File: src/gem_rx_pkg.sv
package gem_rx_pkg;

    // --------------------
    // Word and frame sizes
    // --------------------
    localparam int WORD_W      = 16;  // One decoded 8b/10b word
    localparam int KFLAG_W     = 2;   // K flags per word, one per byte
    localparam int FRAME_WORDS = 4;   // Comma word plus three data words
    localparam int RCV_W       = 56;  // Comma data byte and three data words
    localparam int KCHAR_W     = 8;   // Low byte of the comma word

    // --------------------
    // Link monitor
    // --------------------
    localparam int ERR_W       = 8;   // Link loss counter
    localparam int GOOD_FRAMES = 15;  // Clean frames before link_good

    // FC in the comma slot marks a latency trigger
    localparam logic [KCHAR_W-1:0] LT_TRIG_KCHAR = 8'hFC;

    // Error counter stops once its upper nibble gets here
    localparam logic [3:0] ERR_SAT_HI = 4'hE;

    // --------------------
    // Word views
    // --------------------

    // Comma word as sent by the GEM side
    typedef struct packed {
        logic [7:0]         data_byte;  // Extra payload byte, upper half
        logic [KCHAR_W-1:0] kchar;      // K character, lower half
    } gem_comma_word_t;

    // Same 16 bits, read either raw or as a comma word
    typedef union packed {
        logic [WORD_W-1:0] raw;    // Data words 1 to 3
        gem_comma_word_t   comma;  // Word 0 of the frame
    } gem_word_u;

    // Known K chars from the GEM side
    // BC FB F7 FD rotate in normal running
    // FC flags overflow and doubles as the latency trigger

endpackage

File: src/gem_rx_word_if.sv
`timescale 1ns/1ps

// Decoded word stream plus frame phase, shared by the receive blocks
interface gem_rx_word_if;

    gem_rx_pkg::gem_word_u word;                          // Decoded word, one per clock
    logic [gem_rx_pkg::KFLAG_W-1:0] isk;                  // K flag per byte
    logic [gem_rx_pkg::KFLAG_W-1:0] notintable;           // Code violation per byte
    logic                           lossofsync;           // Decoder lost comma lock

    logic [gem_rx_pkg::FRAME_WORDS-1:0] cew;              // One-hot word position strobes
    logic                               frame_clr;        // Resync or sync not done

    // Phase generator sees the raw stream and drives the strobes
    modport phase (
        input  word,
        input  isk,
        output cew,
        output frame_clr
    );

    // Assembler and link monitor only listen
    modport sink (
        input word,
        input isk,
        input notintable,
        input lossofsync,
        input cew,
        input frame_clr
    );

endinterface

File: src/gem_frame_phase.sv
`timescale 1ns/1ps

module gem_frame_phase (
    input  logic          GEM_RX_CLK160,
    input  logic          gem_rx_resetdone,
    input  logic          rx_sync_done,
    input  logic          ttc_resync,
    gem_rx_word_if.phase  rx
);

    logic comma_det;

    // --------------------
    // Comma and clear
    // --------------------

    // K flag on the low byte only
    assign comma_det = (rx.isk == 2'b01);

    // Shared by assembler and monitor
    assign rx.frame_clr = ttc_resync || !rx_sync_done;

    // --------------------
    // Word strobe chain
    // --------------------

    // Comma seen this cycle gives cew[1] on the next edge
    // then cew[2], cew[3] and cew[0] follow one per edge
    // so cew[0] lines up with the next comma when frames run back to back
    always_ff @(posedge GEM_RX_CLK160 or negedge gem_rx_resetdone) begin
        if (!gem_rx_resetdone) begin
            rx.cew <= '0;
        end else if (rx.frame_clr) begin
            rx.cew <= '0;  // Next comma restarts the phase
        end else begin
            rx.cew <= {rx.cew[2], rx.cew[1], comma_det, rx.cew[3]};
        end
    end

    // Back to back frames
    //   comma  -> cew[0]
    //   word 1 -> cew[1]
    //   word 2 -> cew[2]
    //   word 3 -> cew[3]
    // First comma after a clear has no cew[0]

endmodule

File: src/gem_frame_assembler.sv
`timescale 1ns/1ps

module gem_frame_assembler (
    input  logic                                  GEM_RX_CLK160,
    input  logic                                  gem_rx_resetdone,
    gem_rx_word_if.sink                           rx,
    output logic [gem_rx_pkg::RCV_W-1:0]          rcv_data,
    output logic [gem_rx_pkg::KCHAR_W-1:0]        k_char,
    output logic [gem_rx_pkg::FRAME_WORDS-1:0]    nonzero_word,
    output logic                                  ltncy_trig
);

    // --------------------
    // Frame buffers
    // --------------------
    logic [7:0]                    w0_byte;   // Comma data byte
    logic [gem_rx_pkg::WORD_W-1:0] w1_word;   // First data word
    logic [gem_rx_pkg::WORD_W-1:0] w2_word;   // Second data word
    logic                          lt_pend;   // FC seen in this frame's comma

    // Payload capture, word 3 goes straight to rcv_data
    always_ff @(posedge GEM_RX_CLK160) begin
        if (rx.cew[0]) begin
            w0_byte <= rx.word.comma.data_byte;
        end else if (rx.cew[1]) begin
            w1_word <= rx.word.raw;
        end else if (rx.cew[2]) begin
            w2_word <= rx.word.raw;
        end
    end

    // --------------------
    // Published frame
    // --------------------
    always_ff @(posedge GEM_RX_CLK160 or negedge gem_rx_resetdone) begin
        if (!gem_rx_resetdone) begin
            rcv_data     <= '0;
            k_char       <= '0;
            nonzero_word <= '0;
            ltncy_trig   <= 1'b0;
            lt_pend      <= 1'b0;
        end else if (rx.frame_clr) begin
            rcv_data     <= '0;
            k_char       <= '0;
            nonzero_word <= '0;
            ltncy_trig   <= 1'b0;
            lt_pend      <= 1'b0;
        end else if (rx.cew[0]) begin
            // Comma slot read through the comma view
            k_char          <= rx.word.comma.kchar;
            lt_pend         <= (rx.word.comma.kchar == gem_rx_pkg::LT_TRIG_KCHAR);
            nonzero_word[0] <= |rx.word.comma.data_byte;
        end else if (rx.cew[1]) begin
            nonzero_word[1] <= |rx.word.raw;
        end else if (rx.cew[2]) begin
            nonzero_word[2] <= |rx.word.raw;
        end else if (rx.cew[3]) begin
            // Last data word completes the frame
            rcv_data        <= {rx.word.raw, w2_word, w1_word, w0_byte};
            ltncy_trig      <= lt_pend;
            nonzero_word[3] <= |rx.word.raw;
        end else begin
            // No strobe means no frame
            rcv_data     <= '0;
            nonzero_word <= '0;
            ltncy_trig   <= 1'b0;
        end
    end

    // rcv_data layout, MSB first
    //   [55:40] word 3
    //   [39:24] word 2
    //   [23:8]  word 1
    //   [7:0]   comma data byte

endmodule

File: src/gem_link_monitor.sv
`timescale 1ns/1ps

module gem_link_monitor (
    input  logic                             GEM_RX_CLK160,
    input  logic                             gem_rx_resetdone,
    gem_rx_word_if.sink                      rx,
    output logic                             link_good,
    output logic                             link_had_err,
    output logic                             link_bad,
    output logic [gem_rx_pkg::ERR_W-1:0]     errcount
);

    logic [gem_rx_pkg::FRAME_WORDS-1:0] mon_in;     // Per word check results
    logic                               mon_rst;    // Last frame not clean
    logic [3:0]                         mon_count;  // Clean frames so far
    logic                               link_err;   // Link dropped at least once
    logic                               word_ok;    // Common word checks
    logic                               link_went_down;

    // --------------------
    // Word checks
    // --------------------

    // No sync loss and no code violations
    assign word_ok = !rx.lossofsync && (rx.notintable == 2'b00);

    assign link_went_down = link_good && mon_rst;  // Was up, last frame bad

    // --------------------
    // Status outputs
    // --------------------
    assign link_had_err = link_err || mon_rst;  // Also high before first good link
    assign link_bad     = errcount[gem_rx_pkg::ERR_W-1];

    always_ff @(posedge GEM_RX_CLK160 or negedge gem_rx_resetdone) begin
        if (!gem_rx_resetdone) begin
            mon_in    <= '0;
            mon_rst   <= 1'b1;
            mon_count <= '0;
            link_good <= 1'b0;
            link_err  <= 1'b0;
            errcount  <= '0;
        end else if (rx.frame_clr) begin
            mon_in    <= '0;
            mon_rst   <= 1'b1;  // Link counts as never alive again
            mon_count <= '0;
            link_good <= 1'b0;
            link_err  <= 1'b0;
            errcount  <= '0;
        end else begin
            if (rx.cew[0]) begin
                // Comma needs K on low byte and bits 7, 5, 4 set
                mon_in[0] <= word_ok && (rx.isk == 2'b01) &&
                             ({rx.word.comma.kchar[7], rx.word.comma.kchar[5:4]} == 3'b111);
            end else if (rx.cew[1]) begin
                mon_in[1] <= word_ok && (rx.isk == 2'b00) && !rx.cew[2] && !rx.cew[3];
            end else if (rx.cew[2]) begin
                mon_in[2] <= word_ok && (rx.isk == 2'b00) && !rx.cew[3];
            end else if (rx.cew[3]) begin
                mon_in[3] <= word_ok && (rx.isk == 2'b00);
            end else begin
                mon_in <= '0;  // Gap in strobes fails the frame
            end

            mon_rst <= (mon_in != '1);

            if (mon_rst)
                mon_count <= '0;
            else if (!link_good && rx.cew[3])
                mon_count <= mon_count + 4'd1;  // Holds once link is good

            link_good <= !mon_rst && (mon_count == 4'(gem_rx_pkg::GOOD_FRAMES));

            if (link_went_down)
                link_err <= 1'b1;  // Sticky until clear

            // Count link losses, stop near the top
            if (link_went_down && (errcount[gem_rx_pkg::ERR_W-1 -: 4] != gem_rx_pkg::ERR_SAT_HI))
                errcount <= errcount + 1'b1;
        end
    end

endmodule

File: src/gem_fiber_rx.sv
`timescale 1ns/1ps

module gem_fiber_rx (
    input  logic                                  GEM_RX_CLK160,
    input  logic                                  gem_rx_resetdone,
    input  logic                                  rx_sync_done,
    input  logic                                  ttc_resync,
    input  logic [gem_rx_pkg::WORD_W-1:0]         gem_rx_data,
    input  logic [gem_rx_pkg::KFLAG_W-1:0]        gem_rx_isk,
    input  logic [gem_rx_pkg::KFLAG_W-1:0]        gem_rx_notintable,
    input  logic                                  gem_rx_lossofsync,
    output logic [gem_rx_pkg::RCV_W-1:0]          rcv_data,
    output logic [gem_rx_pkg::KCHAR_W-1:0]        k_char,
    output logic [gem_rx_pkg::FRAME_WORDS-1:0]    nonzero_word,
    output logic                                  ltncy_trig,
    output logic                                  link_good,
    output logic                                  link_had_err,
    output logic                                  link_bad,
    output logic [gem_rx_pkg::ERR_W-1:0]          errcount
);

    // --------------------
    // Decoded word stream
    // --------------------
    gem_rx_word_if rx_if ();

    assign rx_if.word.raw   = gem_rx_data;
    assign rx_if.isk        = gem_rx_isk;
    assign rx_if.notintable = gem_rx_notintable;
    assign rx_if.lossofsync = gem_rx_lossofsync;

    // --------------------
    // Receive pipeline
    // --------------------

    // Word position strobes and clear
    gem_frame_phase u_phase (
        .GEM_RX_CLK160    (GEM_RX_CLK160),
        .gem_rx_resetdone (gem_rx_resetdone),
        .rx_sync_done     (rx_sync_done),
        .ttc_resync       (ttc_resync),
        .rx               (rx_if.phase)
    );

    // 56-bit frame, K char, trigger
    gem_frame_assembler u_assembler (
        .GEM_RX_CLK160    (GEM_RX_CLK160),
        .gem_rx_resetdone (gem_rx_resetdone),
        .rx               (rx_if.sink),
        .rcv_data         (rcv_data),
        .k_char           (k_char),
        .nonzero_word     (nonzero_word),
        .ltncy_trig       (ltncy_trig)
    );

    // Link health
    gem_link_monitor u_monitor (
        .GEM_RX_CLK160    (GEM_RX_CLK160),
        .gem_rx_resetdone (gem_rx_resetdone),
        .rx               (rx_if.sink),
        .link_good        (link_good),
        .link_had_err     (link_had_err),
        .link_bad         (link_bad),
        .errcount         (errcount)
    );

endmodule

File: config.mk
export PLATFORM = sky130hd
export DESIGN_NAME = gem_fiber_rx
export DESIGN_NICKNAME = d
export VERILOG_FILES = /design/src/gem_rx_pkg.sv /design/src/gem_rx_word_if.sv /design/src/gem_frame_phase.sv /design/src/gem_frame_assembler.sv /design/src/gem_link_monitor.sv /design/src/gem_fiber_rx.sv
export SDC_FILE = /design/constraint.sdc
export NUM_CORES = 1
export LEC_CHECK = 0
export BUFFER_PORTS_ARGS = -buffer_cell sky130_fd_sc_hd__buf_2
export CORE_MARGIN = 2
export CORE_UTILIZATION = 60
export CTS_BUF_LIST = sky130_fd_sc_hd__clkbuf_8
export CTS_CLUSTER_SIZE = 12
export DETAILED_ROUTE_END_ITERATION = 8
export PLACE_DENSITY = 0.86
export RECOVER_POWER = 50
export SETUP_SLACK_MARGIN = 0.4
export SLEW_MARGIN = 25
export SYNTH_ARGS = -nofsm -noshare
export SYNTH_HDL_FRONTEND = slang
export SYNTH_SLANG_ARGS = --single-unit
File: constraint.sdc
create_clock -name GEM_RX_CLK160 -period 4.2 [get_ports GEM_RX_CLK160]
set_clock_uncertainty 0.1 [all_clocks]
set_input_delay 0.21 -clock GEM_RX_CLK160 [delete_from_list [all_inputs] [get_ports GEM_RX_CLK160]]
set_output_delay 0.21 -clock GEM_RX_CLK160 [all_outputs]
set_load 0.005 [all_outputs]
# ---- After elaboration in Yosys (flattened, before gate mapping)
# Cells that the tools add are included.
dict set report word_totals {
  out_inout_bits 80
  register_bits 133
  input_bits 25
  elab_cells 116
}
dict set report classes {
  n_eq_ne 15
  mux 43
  reduce_logical 33
  addsub 2
  bitwise 2
}
# operator n
set op_table {}
lappend op_table {{two-way mux 56 bit} 5}
lappend op_table {{two-way mux 8 bit} 4}
lappend op_table {{two-way mux 4 bit} 6}
lappend op_table {{two-way mux 1 bit} 22}
lappend op_table {{!= test 3 bit (second input constant)} 6}
lappend op_table {{OR reduction 16 bit} 1}
lappend op_table {{AND reduction 3 bit} 5}
lappend op_table {{logical AND 1 bit} 11}
lappend op_table {{two-way mux 3 bit} 3}
lappend op_table {{adder 8 x 1 -> 8 bit (second input constant)} 1}
lappend op_table {{equality test 8 bit (second input constant)} 1}
lappend op_table {{!= test 4 bit (second input constant)} 2}
lappend op_table {{OR reduction 8 bit} 1}
lappend op_table {{zero test 1 bit} 6}
lappend op_table {{two-way mux 2 bit} 3}
lappend op_table {{!= test 2 bit (second input constant)} 3}
lappend op_table {{nonzero test 2 bit} 3}
lappend op_table {{adder 4 x 1 -> 4 bit (second input constant)} 1}
lappend op_table {{equality test 4 bit (second input constant)} 1}
lappend op_table {{zero test 2 bit} 2}
lappend op_table {{equality test 3 bit (second input constant)} 1}
lappend op_table {{nonzero test 3 bit} 1}
lappend op_table {{equality test 2 x 1 -> 1 bit (second input constant)} 1}
lappend op_table {{logical OR 1 bit} 2}
lappend op_table {{2 further kinds} 3}

# ---- Logic depth before layout (Yosys ltp)
# Gate-level depths: netlist of the first run.
dict set report logic_depth {
  ltp_word 8
  depth_mapped 6
  depth_no_buf 4
}

# ---- Cells and area by module
# Synthesis of the first run repeated with hierarchy kept, for this count alone.
dict set report hier_totals {
  cells_unflattened 337
  hier_area_um2 4981.0
}
# mod seq_area_each_um2 instances area_each_um2 cells_per_inst
set by_module_without_submodules {}
lappend by_module_without_submodules {gem_frame_assembler 2952.8 1 3838.7 230}
lappend by_module_without_submodules {gem_link_monitor 476.7 1 993.5 98}
lappend by_module_without_submodules {gem_frame_phase 100.1 1 148.9 9}

# ---- Worst setup path before layout of the first run
# No wires, ideal clock.
dict set report synth_path {
  path_kind {reg2reg}
  start {register u_phase.rx.cew[0]}
  end {register u_monitor.mon_in[2] (netlist name)}
  synth_period_minus_slack_ns 2.558
  setup_ns 0.080
  arrival_time_ns 2.378
  path_slack_ns 1.642
  stages_incl_launch_ff 5
  required_time_ns 4.020
  cell_sequence {dfrtp_1 buf_2 nor3b_1 nand4b_1 a21oi_1}
}
dict set report synth_via {
  elab_chain_cells 2
}
# item line
set synth_lines {}
lappend synth_lines {{from (decl)} gem_rx_word_if.sv:18} ;# output cew,
lappend synth_lines {{from (signal assigned)} gem_frame_phase.sv:36} ;# rx.cew <= {rx.cew[2], rx.cew[1], comma_det, rx.cew[3]};
lappend synth_lines {{!= test 2 bit (no source line)} -}
lappend synth_lines {{AND reduction 3 bit (no source line)} -}
lappend synth_lines {{to (decl)} gem_link_monitor.sv:13} ;# logic [gem_rx_pkg::FRAME_WORDS-1:0] mon_in;
# No other way between the ends.
# A chain may end at the register's enable or synchronous reset.

# ---- Worst setup path in the final report of the first run
dict set report layout_path {
  start {register u_phase.rx.cew[0]}
  end {register u_assembler.lt_pend}
}
dict set report layout_via {
  elab_chain_cells 1
}
# item line
set layout_lines {}
lappend layout_lines {{nonzero test 2 bit (no source line)} -}
lappend layout_lines {{to (signal assigned)} gem_frame_assembler.sv:51} ;# lt_pend <= (rx.word.comma.kchar == gem_rx_pkg::LT_TRIG_KCHAR);
lappend layout_lines {{to (decl)} gem_frame_assembler.sv:19} ;# logic lt_pend;
# No other way between the ends.

==> results of run 1 <==
## cell type report
type / count / area (um^2) / area share (%)
flip-flops and latches: 133 / 3530 / 54.7
multi-input cells: 228 / 1440 / 22.3
clock buffers: 20 / 275 / 4.26
well taps: 108 / 135 / 2.09
repair buffers: 129 / 706 / 10.9
inverters: 62 / 233 / 3.60
clock inverters: 12 / 138 / 2.13
## flip-flops by register name, summed over array words and instances (netlist names)
name,flops
u_monitor.link_err,1
u_monitor.mon_in,4
u_monitor.mon_count,4
u_monitor.errcount,8
u_assembler.lt_pend,1
u_assembler.w1_word,16
u_monitor.link_good,1
u_assembler.rcv_data,56
u_monitor.mon_rst,1
u_assembler.w0_byte,8
u_assembler.k_char,8
u_phase.rx.cew,4
u_assembler.ltncy_trig,1
u_assembler.w2_word,16
u_assembler.nonzero_word,4
## placed cells by master (no fill, tap or decap), types with 6 or more instances in the layout
| cell | netlist | layout |
|---|---|---|
| a21oi_1 | 11 | 11 |
| or4_1 | 7 | 7 |
| dlygate4sd3_1 | 0 | 19 |
| nor2_1 | 10 | 10 |
| nand3_1 | 7 | 7 |
| clkbuf_1 | 15 | 40 |
| dfrtp_1 | 92 | 91 |
| clkbuf_8 | 0 | 20 |
| edfxtp_1 | 40 | 40 |
| nand2_1 | 7 | 7 |
| inv_1 | 62 | 65 |
| mux2i_1 | 10 | 10 |
| o21ai_1 | 64 | 64 |
| buf_4 | 6 | 6 |
| buf_2 | 11 | 64 |
| nand4_1 | 60 | 60 |
## layer usage
layer  vias up  track usage (%)  wire length, um
li1       1862                -                -
met1      2049             38.5             5310
met2       239             43.3             6550
met3        40             5.94              962
met4         0             12.0              396
met5         -                0                0
## kinds of logic (layout without fill, tap and decap cells)
family / Yosys count / in the layout / share of synthesized area (%)
DFF: 133 / 133 / 66.0
adders and majority gates: 2 / 2 / 0.468
muxes: 10 / 10 / 1.87
xor gates and xnor gates: 2 / 2 / 0.328
and+or+nand+nor: 123 / 123 / 14.5
AOI/OAI and AO/OA: 91 / 91 / 9.36
buffers and inverters: 97 / 223 / 7.49
## synthesized netlist by cell type, types with 2 or more instances
cell type,instances
buf_1,3
or3_1,3
nand4_1,60
mux2i_1,10
ha_1,2
o22ai_1,2
nand4b_1,2
or4_1,7
o31ai_1,5
o311ai_0,2
and2_1,4
o21ai_1,64
buf_2,11
clkbuf_1,15
or4_4,2
nor2_1,10
nand2b_1,3
xor2_1,2
nor3_1,5
inv_1,62
nand2_1,7
nand3_1,7
nor2b_1,3
a21oi_1,11
buf_4,6
dfrtp_1,92
edfxtp_1,40
## power by group through the flow
| stage | registers (mW) | logic, mW | clock network (mW) |
|---|---|---|---|
| 4_1_cts | 1.34 | 0.0927 | 1.11 |
| 3_3_place_gp | 1.37 | 0.0761 | 0 |
| 3_5_place_dp | 1.37 | 0.0782 | 0 |
| 2_1_floorplan | 1.37 | 0.0279 | 0 |
| 6_report | 1.34 | 0.0921 | 1.10 |
| 5_1_grt | 1.34 | 0.0998 | 1.17 |
## worst max path at each step
stage / endpoint / cells past startpoint / slack, ns / start
CTS: u_monitor.mon_count[3]$_DFFE_PN0P_ / 3 / 1.95 / u_phase.rx.cew[3]$_DFF_PN0_
floorplan: u_monitor.mon_in[2]$_DFFE_PN0P_ / 4 / 1.64 / u_phase.rx.cew[0]$_DFF_PN0_
finish: u_assembler.lt_pend$_DFFE_PN0P_ / 4 / 1.39 / u_phase.rx.cew[0]$_DFF_PN0_
global placement: u_assembler.nonzero_word[3]$_DFFE_PN0P_ / 5 / 1.82 / ttc_resync
detailed placement: u_monitor.mon_count[3]$_DFFE_PN0P_ / 3 / 1.97 / u_phase.rx.cew[3]$_DFF_PN0_
global route: u_assembler.lt_pend$_DFFE_PN0P_ / 4 / 1.26 / u_phase.rx.cew[0]$_DFF_PN0_
## through the flow
| step | utilization, % | setup slack [ns] | hold slack [ns] |
|---|---|---|---|
| after floorplan | - | 1.64 | -0.186 |
| after global routing | 74.5 | 1.26 | 0.0442 |
| final | 74.5 | 1.39 | 0.0430 |
| after global placement | 68.0 | 1.82 | 0.227 |
| after CTS | 75.0 | 1.95 | 0.00347 |
| after detailed placement | 68.1 | 1.97 | 0.231 |
## worst min-delay path, stage by stage
cell and delay (ns):
buf_2 0.08, nor3_1 0.08, nand2_1 0.08, o22ai_1 0.06
## what timing repair did
item / CTS / global route
buffers inserted: 0 / 0
hold buffers: 19 / 0
hold endpoints to repair: 100 / 0
==> key figures, run 1 <==
Status
  • Status: finished, violations left
  • Failing checks: capacitance limit, slew limit

Route
  • Final ANT Viol Nets: 0
  • Routed wire per std cell: ~19 um
  • Via Count: between 4,000 and 5,000
  • Initial DRC Count: roughly 440
  • Residual DRC: 0
  • WL final: around 13,000 um
  • TritonRoute pass-1 iters: 5
  • Via density per instance: just over 6

Setup path
  • CP max FO: 26
  • Worst Reg-to-Reg Cells: 4
  • CP Cell Sequence: clkbuf_1 > nand4_1 > or4_1 > a21oi_1
  • Setup crit end kind: flop
  • R2r startpoint: u_phase.rx.cew[0]$_DFF_PN0_
  • WP data arrival: 3.04 ns
  • CP top delay family: buffers and inverters
  • Setup CP Type: reg2reg
  • Slowest CP cell: clkbuf_1
  • R2r endpoint: u_assembler.lt_pend$_DFFE_PN0P_
  • Largest stage delay, worst path: about 1.2 ns
  • CP startpoint kind: flop
  • FF-to-FF setup slack: roughly 1.4 ns
  • CP Buf/Inv Count: 1
  • Worst path required time: roughly 4.4 ns

Placed design
  • Placement Cell Area: slightly below 6000 um^2
  • Placed Cells: around 640
  • # port buffers: 104
  • RD Place Congestion: roughly 0.83
  • Post-DP HPWL: 7570 um

Power
  • Register share of total power: between 50% and 60%
  • Sw frac: a little over a fifth
  • Total design power: roughly 2.5 mW
  • PD cells: ~400 nW/um^2
  • Gate power share: under 10%
  • Clk pwr share: 43.5%
  • Lkg Pwr: roughly 2.7 nW
  • Peak supply drop: about 0.29 mV
  • Int Pwr: ~2 mW
  • Switching power total: 549 uW

Cells and area
  • Area growth syn-to-layout: 20.9%
  • Filler Cells Inserted: 600
  • Layout Cells excl Fill: about 700
  • Share of cells above drive strength 1: between 10% and 20%
  • N_diodes: 0
  • Design area: ~6500 um^2
  • Final #Nets: approximately 600

Clocking
  • Root buffer cell: clkbuf_8
  • CTS tree: done
  • Post_cts resized: 0
  • CTS H-Tree Depth: 4
  • Clock transition at the registers of the reported paths: 0.07 ns
  • Clock Tree Buf Depth: 2
  • Clock sinks: approximately 130
  • TritonCTS buffer count: 17
  • Later-pin clock latency in the skew report: ~0.43 ns

Synthesis
  • Yosys reg bits: 133
  • EDFF count, synth: 40
  • Top FF cell, synth: dfrtp_1
  • Synthesized area per cell: approximately 12 um^2
  • Synth cell types: between 40 and 50
  • Synth area leader: dfrtp_1
  • Register area share after synthesis: between 60% and 70%
  • Top cell type's share of synthesized area: approximately 43%
  • Yosys warnings: 0
  • Share of async-settable or async-resettable flops after synthesis: ~70%
  • Syn Nets: approximately 490
  • Cell area after synthesis: about 5300 um^2
  • Top cells by area, synth: dfrtp_1 (43%), edfxtp_1 (22%), nand4_1 (7.0%)
  • Post-Syn Instances: between 400 and 500

STA
  • Slew margin rel.: -4.71%
  • Final Hold Fails: 0
  • Setup TNS: 0 ns
  • RSZ-0062 raised after global routing: no
  • Min cycle time layout: 2.81 ns
  • Period Utilization, post-route: roughly two thirds
  • Slew Limit Fails: 27
  • Final setup violation count: 0
  • Peak Freq: roughly 360 MHz
  • Slew @ Worst Pin: ~1.6 ns

Global routing
  • Largest net degree at the start of global routing: between 70 and 80
  • Antenna violations before repair: 0
  • GR Util All Layers: between 20% and 30%
  • Grt total ovfl: 0
  • Number of global-route vias before repair: 4,028
  • First-pass GRT wire length: between 20,000 and 25,000 um

Floorplanning
  • Io pins: approximately 110
  • Die W: just under 100 um
  • Die area: just under 10,000 um^2
  • Die height: 98.4 um
  • Starting density of the core: about three fifths
  • Core area: between 8000 and 9000 um^2
  • Std-Cell Rows: 34

Min path
  • Hold EP: u_monitor.mon_in[0]$_DFFE_PN0P_
  • HP Class: in2reg
  • Hold_sp: gem_rx_notintable[1]
  • Hold Crit Depth: 4

Job
  • Max Cap Violations: 1
Power figures use the tool's default switching activity.
==> inputs of run 2 (changes only) <==
Settings changed: CORE_UTILIZATION 60 to 51, PLACE_DENSITY 0.86 to 0.78.
Clock period 4.2 ns to 2.4 ns, I/O delays scaled along.
==> run 2 against run 1 <==
Compared with the run above:
- the run now ends clean
- via count fell by 2.4%
- largest power group unchanged
- highest routed layer unchanged
- critical path type unchanged
- clock-buffer cell count fell by 3
- global-route usage fell by 4.7 points
- sequential cell count did not move
- sequential share of layout area fell by 1.0 points
- design area rose by 1.8%
- non-clock buffer count rose by 12
- hold slack improved by 0.020 ns
- die area rose by 17%
- maximum frequency rose by 48%
- wire length fell by 6.5%
- critical path depth rose by 1
==> key figures, run 2 (same netlist as run 1, synthesis figures left out) <==
Status
  • Status: complete, no violations

Cells and area
  • Layout Cells excl Fill: 732 (+5.8%)
  • Design area: 6580 um^2 (+1.8%)
  • Final #Nets: 610 (+2.0%)
  • Share of cells above drive strength 1: 21.6% (+3.2 points)
  • Most common cell after layout, fill and taps aside: dfrtp_1
  • Regs by FF count: u_assembler.rcv_data x56, u_assembler.w1_word x16, u_assembler.w2_word x16
  • Filler Cells Inserted: 786 (+31%)
  • N_diodes: 0 (unchanged)
  • Area growth syn-to-layout: 23.1%
  • Biggest register: u_assembler.rcv_data
  • Commonest non-fill, non-tap cells in the layout: dfrtp_1 (91), buf_2 (73), o21ai_1 (64)
  • Post-Route Utilization: 64.3% (-10 points)
  • Max reg flops: 56 (unchanged)

Floorplanning
  • Std-Cell Rows: 37 (+8.8%)
  • Starting density of the core: 52.3% (-9.3 points)
  • Die height: 106 um (+8.1%)
  • Core area: 10,200 um^2 (+18%)
  • Die area: 11,300 um^2 (+17%)
  • Io pins: 105 (unchanged)
  • Die W: 106 um (+8.1%)

Clocking
  • CTS H-Tree Depth: 4 (unchanged)
  • CTS tree: done
  • Post_cts resized: 0 (unchanged)
  • Clock sinks: 133 (unchanged)
  • Later-pin clock latency in the skew report: 0.42 ns (about the same)
  • Clock Tree Buf Depth: 2 (unchanged)
  • TritonCTS buffer count: 17 (unchanged)
  • Clock transition at the registers of the reported paths: 0.07 ns (about the same)
  • Root buffer cell: clkbuf_8

Setup path
  • Slowest CP cell: dfrtp_1
  • Largest stage delay, worst path: 0.60 ns (-0.56 ns)
  • Setup crit end kind: flop
  • CP max FO: 17 (-35%)
  • Worst path required time: 2.63 ns (-1.79 ns)
  • Setup CP Type: reg2reg
  • CP Buf/Inv Count: 2 (+1)
  • WP data arrival: 2.13 ns (-0.91 ns)
  • Most Frequent Cell on Critical Path: buf_4
  • CP startpoint kind: flop
  • CP Cell Sequence: buf_4 > nor3b_2 > buf_4 > nand4b_1 > a21oi_1
  • CP top delay family: flip-flops

Route
  • Metal1 wirelength: 5620 um (+5.7%)
  • Top Layer Used: met4
  • TritonRoute pass-1 iters: 4 (-1)
  • Residual DRC: 0 (unchanged)
  • WL final: 12,400 um (-6.5%)
  • Routed wire per std cell: 16.9 um (-12%)
  • Metal3 WL: 675 um (-30%)
  • Initial DRC Count: 297 (-32%)
  • WL met2: 5740 um (-12%)
  • Via Count: 4,090 (-2.4%)
  • Final ANT Viol Nets: 0 (unchanged)
  • Via density per instance: 5.59 (-7.7%)

Power
  • Peak supply drop: 0.411 mV (+40%)
  • Lkg Pwr: 2.75 nW (+2.4%)
  • PD cells: 642 nW/um^2 (+64%)
  • Total design power: 4.23 mW (+66%)

Global routing
  • Antenna violations before repair: 0 (unchanged)
  • Grt total ovfl: 0 (unchanged)
  • GR Util All Layers: 23.1% (-4.7 points)
  • First-pass GRT wire length: 20,200 um (-2.5%)
  • Number of global-route vias before repair: 4,016 (-0.30%)
  • Largest net degree at the start of global routing: 51 (-29%)

Placed design
  • Post-DP HPWL: 8060 um (+6.5%)
  • Placed Cells: 675 (+5.3%)
  • RD Place Congestion: 0.805 (-3.1%)
  • # port buffers: 104 (unchanged)
  • DP Worst Slack: 0.428 ns (-1.55 ns)
  • Placement Cell Area: 6010 um^2 (+1.7%)

STA
  • WHS: 0.0631 ns (+0.0201 ns)
  • Setup TNS: 0 ns (unchanged)
  • Final worst slack: 0.496 ns (-0.890 ns)
  • Slew Limit Fails: 0 (-100%)
  • Slew margin rel.: 18.0% (+23 points)
  • Final setup violation count: 0 (unchanged)
  • Final Hold Fails: 0 (unchanged)
  • Peak Freq: 525 MHz (+48%)
  • RSZ-0062 raised after global routing: no
  • Slew @ Worst Pin: 1.23 ns (-0.341 ns)
  • Period Utilization, post-route: 79.3% (+12 points)
  • Min cycle time layout: 1.90 ns (-0.910 ns)

Job
  • Max Cap Violations: 0 (-1)

Min path
  • HP Class: in2reg
## run 2: tightest hold or removal path, delay by kind of cell
| kind | cells | cell delay, ns |
|---|---|---|
| buffers and inverters | 1 | 0.11 |
| AND/OR/NAND/NOR | 2 | 0.31 |
## run 2: worst paths after layout
check	end	cells past startpoint	start	slack (ns)
setup / recovery	u_monitor.mon_in[2]$_DFFE_PN0P_	5	u_phase.rx.cew[0]$_DFF_PN0_	0.50
hold / removal	u_monitor.mon_rst$_DFF_PN1_	3	rx_sync_done	0.06
setup reg to reg	u_monitor.mon_in[2]$_DFFE_PN0P_	5	u_phase.rx.cew[0]$_DFF_PN0_	0.50
hold reg to reg	u_monitor.mon_rst$_DFF_PN1_	1	u_monitor.mon_in[0]$_DFFE_PN0P_	0.34
max in group asynchronous	u_assembler.rcv_data[0]$_DFFE_PN0P_	3	gem_rx_resetdone	0.95
min in group asynchronous	u_monitor.errcount[0]$_DFFE_PN0P_	2	gem_rx_resetdone	0.38
## run 2: what timing repair did
action                                  in CTS  in global routing
hold buffers                                23                  0
setup buffers                                0                  2
endpoints found under the setup margin       0                 36
endpoints found under the hold margin      120                  0
## run 2: area by class of cell
| type | instances | area [um^2] | share of cell area (%) |
|---|---|---|---|
| sequential | 133 | 3530 | 53.7 |
| multi-input combinational | 228 | 1440 | 21.8 |
| timing repair buffer | 141 | 843 | 12.8 |
| clock buffer | 17 | 234 | 3.56 |
| inverter | 62 | 233 | 3.54 |
| tap | 136 | 170 | 2.59 |
| clock inverter | 15 | 131 | 2.00 |
## run 2: where the power goes
group	switching (mW)	internal (mW)
registers	0.00392	2.34
clock network	0.886	0.821
logic	0.119	0.0531
total	1.01	3.22
## run 2: layer usage
metal	vias up	track usage [%]
met5	-	0
met4	0	9.30
met3	28	4.90
met2	162	35.3
met1	2001	32.5
li1	1899	-
==> inputs of run 3 (changes only) <==
Settings changed: ABC_AREA from default to 1, CORE_UTILIZATION 51 to 56, PLACE_DENSITY 0.78 to 0.81.
Clock period 2.4 ns to 1.8 ns, I/O delays scaled along.
==> run 3 against run 2 <==
Compared with the run above:
- synthesized cell count grew 11%
- first-iteration DRC count rose by 61%
- maximum frequency up 24%
- sequential power is 33% higher
- clock power increased by 44%
- total power is 37% higher
- cell count rose by 7.7%
- global-route usage grew 3.8 points
- sequential share of layout area fell by 2.2 points
- critical path depth is 3 lower
- largest cell class unchanged
==> key figures, run 3 <==
Power
  • Peak supply drop: 0.544 mV (+33%)
  • PD cells: 846 nW/um^2 (+32%)
  • Register share of total power: 53.9% (-1.6 points)
  • Gate power share: 3.8% (-0.3 points)
  • Switching power total: 1.44 mW (+43%)
  • Clk pwr share: 42.4% (+2.0 points)
  • Int Pwr: 4.37 mW (+36%)
  • Lkg Pwr: 3.54 nW (+29%)
  • Sw frac: 24.8% (+0.91 points)

Floorplanning
  • Starting density of the core: 58.2% (+6.0 points)
  • Die W: 99.5 um (-6.5%)
  • Die area: 9890 um^2 (-13%)
  • Die height: 99.5 um (-6.5%)
  • Io pins: 105 (unchanged)
  • Std-Cell Rows: 34 (-8.1%)
  • Core area: 8760 um^2 (-14%)

Job
  • Max Cap Violations: 0 (unchanged)

Cells and area
  • Share of cells above drive strength 1: 24.1% (+2.5 points)
  • Biggest register: u_assembler.rcv_data
  • Most common cell after layout, fill and taps aside: nand2_1
  • Filler Cells Inserted: 557 (-29%)
  • Final #Nets: 694 (+14%)
  • Commonest non-fill, non-tap cells in the layout: nand2_1 (200), dfrtp_1 (90), clkbuf_1 (53)
  • Post-Route Utilization: 78.3% (+14 points)
  • Regs by FF count: u_assembler.rcv_data x56, u_assembler.w1_word x16, u_assembler.w2_word x16
  • Max reg flops: 56 (unchanged)
  • Area growth syn-to-layout: 34.6%
  • N_diodes: 0 (unchanged)

Setup path
  • Largest stage delay, worst path: 0.45 ns (-0.15 ns)
  • Setup crit end kind: flop
  • CP max FO: 9 (-8)
  • CP startpoint kind: flop
  • CP Cell Sequence: clkbuf_2 > clkbuf_1
  • CP top delay family: buffers and inverters
  • CP Buf/Inv Count: 2 (unchanged)
  • Slowest CP cell: clkbuf_1
  • WP data arrival: 1.50 ns (-0.63 ns)
  • Setup CP Type: reg2reg
  • Worst path required time: 1.77 ns (-0.86 ns)

Route
  • TritonRoute pass-1 iters: 5 (+1)
  • WL final: 14,800 um (+20%)
  • Via density per instance: 5.57 (-0.32%)
  • Final ANT Viol Nets: 0 (unchanged)
  • Via Count: 4,389 (+7.3%)
  • Initial DRC Count: 477 (+61%)
  • Residual DRC: 0 (unchanged)
  • Routed wire per std cell: 18.8 um (+11%)

STA
  • Slew Limit Fails: 0 (unchanged)
  • Slew @ Worst Pin: 0.633 ns (-0.597 ns)
  • Final setup violation count: 0 (unchanged)
  • Final Hold Fails: 0 (unchanged)
  • Setup TNS: 0 ns (unchanged)
  • Min cycle time layout: 1.53 ns (-0.373 ns)
  • RSZ-0062 raised after global routing: yes
  • Period Utilization, post-route: 85.1% (+5.7 points)
  • Slew margin rel.: 57.5% (+40 points)
  • Final worst slack: 0.269 ns (-0.227 ns)
  • Peak Freq: 653 MHz (+24%)

Min path
  • HP Class: in2reg

Global routing
  • Grt total ovfl: 0 (unchanged)
  • Antenna violations before repair: 0 (unchanged)
  • Largest net degree at the start of global routing: 60 (+18%)
  • Number of global-route vias before repair: 4,106 (+2.2%)
  • First-pass GRT wire length: 20,300 um (+0.61%)
  • GR Util All Layers: 26.9% (+3.8 points)

Synthesis
  • Post-Syn Instances: 509 (+11%)
  • Syn Nets: 536 (+11%)
  • Top cell type's share of synthesized area: 45.1% (+2.1 points)
  • Yosys warnings: 0 (unchanged)
  • Share of async-settable or async-resettable flops after synthesis: 69.9% (unchanged)
  • Top FF cell, synth: dfrtp_1
  • Top cells by area, synth: dfrtp_1 (45%), edfxtp_1 (24%), nand2_1 (18%)
  • Yosys reg bits: 133 (unchanged)
  • Synthesized area per cell: 10.0 um^2 (-14%)
  • Register area share after synthesis: 69.2% (+3.2 points)
  • Synth cell types: 29 (-36%)
  • Cell area after synthesis: 5100 um^2 (-4.6%)
  • Synth area leader: dfrtp_1
  • Most frequent cells after synthesis: nand2_1 (240), dfrtp_1 (92), edfxtp_1 (40), inv_1 (32), nor2_1 (28)
  • EDFF count, synth: 40 (unchanged)
  • Most common cell in the netlist: nand2_1

Status
  • Status: complete, no violations

Clocking
  • Later-pin clock latency in the skew report: 0.44 ns (+0.02 ns)
  • Clock transition at the registers of the reported paths: 0.08 ns (about the same)
  • Root buffer cell: clkbuf_8
  • CTS H-Tree Depth: 4 (unchanged)
  • CTS tree: done
  • Clock Tree Buf Depth: 2 (unchanged)
  • TritonCTS buffer count: 17 (unchanged)
  • Clock sinks: 133 (unchanged)

Placed design
  • Post-DP HPWL: 7150 um (-11%)
  • # port buffers: 104 (unchanged)
  • DP Worst Slack: 0.308 ns (-0.120 ns)
  • RD Place Congestion: 0.819 (+1.8%)
[run 3: cell types whose count changed after synthesis, moves of 9 or more]
cell	before	now
nand2_1	7	240
o21ai_1	64	0
nand4_1	60	5
inv_1	62	32
nor2_1	10	28
o21ai_0	1	15
clkbuf_1	15	3
nand3_1	7	18
mux2i_1	10	0
a21oi_1	11	2
[run 3: power groups by stage]
stage	registers [mW]	logic (mW)	clock network [mW]
floorplan	3.19	0.0409	0
global placement	3.19	0.154	0
detailed placement	3.19	0.158	0
CTS	3.13	0.207	2.43
global route	3.13	0.238	2.60
finish	3.13	0.218	2.46
[run 3: what timing repair did]
item,in CTS,in global routing
endpoints found under the hold margin,165,0
pin swaps,3,13
gates resized for setup,6,81
hold buffers,27,0
buffers inserted,6,1
setup endpoints to repair,66,90
gates cloned,3,5
[run 3: routing by layer]
layer  part of all wire [%]  up-vias  routed length [um]  global-route usage, %
met5                      0        -                   0                      0
met4                    3.2        0                 473                   10.4
met3                    8.2       54                1220                   5.55
met2                     50      281                7410                   44.3
met1                     38     2120                5690                   35.4
li1                       -     1934                   -                      -
[run 3: tightest hold or removal path, delay by kind of cell]
family,cells,cell delay (ns)
and+or+nand+nor,3,0.44
AOI/OAI and AO/OA,1,0.04
buffers and inverters,1,0.10
[run 3: area by class of cell]
class | count | area, um^2 | share of cell area (%)
clock buffers | 18 | 248 | 3.61
clock inverters | 14 | 143 | 2.08
inverters | 33 | 126 | 1.84
multi-input cells | 327 | 1580 | 23.0
flip-flops and latches | 133 | 3530 | 51.4
well taps | 108 | 135 | 1.97
repair buffers | 155 | 1100 | 16.1
[run 3: path summary, 6_finish.rpt]
path                       cells after the start                                   end  slack, ns                         startpoint
hold / removal                                 5    u_monitor.mon_count[2]$_DFFE_PN0P_       0.16                       rx_sync_done
setup / recovery                               2      u_assembler.w0_byte[4]$_DFFE_PP_       0.27        u_phase.rx.cew[0]$_DFF_PN0_
min in group asynchronous                      3  u_assembler.rcv_data[29]$_DFFE_PN0P_       0.62                   gem_rx_resetdone
max in group asynchronous                      4   u_assembler.rcv_data[4]$_DFFE_PN0P_       0.30                   gem_rx_resetdone
setup reg to reg                               2      u_assembler.w0_byte[4]$_DFFE_PP_       0.27        u_phase.rx.cew[0]$_DFF_PN0_
hold reg to reg                                2  u_assembler.rcv_data[39]$_DFFE_PN0P_       0.35  u_assembler.w2_word[15]$_DFFE_PP_
[run 3: logic make-up (layout without fill, tap and decap cells)]
logic type	Yosys count	after routing	synth area share, %
AO/OA/AOI/OAI	20	20	2.11
adder cells (fa/ha/maj)	2	2	0.490
buffers and inverters	49	220	4.32
flip-flops	133	133	69.2
AND/OR/NAND/NOR	305	305	23.9
[run 3: per-stage QoR]
step           std cells  instance area [um^2]  power, mW  hold WS [ns]
2_1_floorplan        509                  5140       3.23        -0.306
3_3_place_gp         715                  5790       3.34        -0.103
3_5_place_dp         715                  5790       3.35       -0.0973
4_1_cts              783                  6600       5.76       0.00426
5_1_grt              788                  6870       5.96         0.223
6_report             788                  6870       5.81         0.159
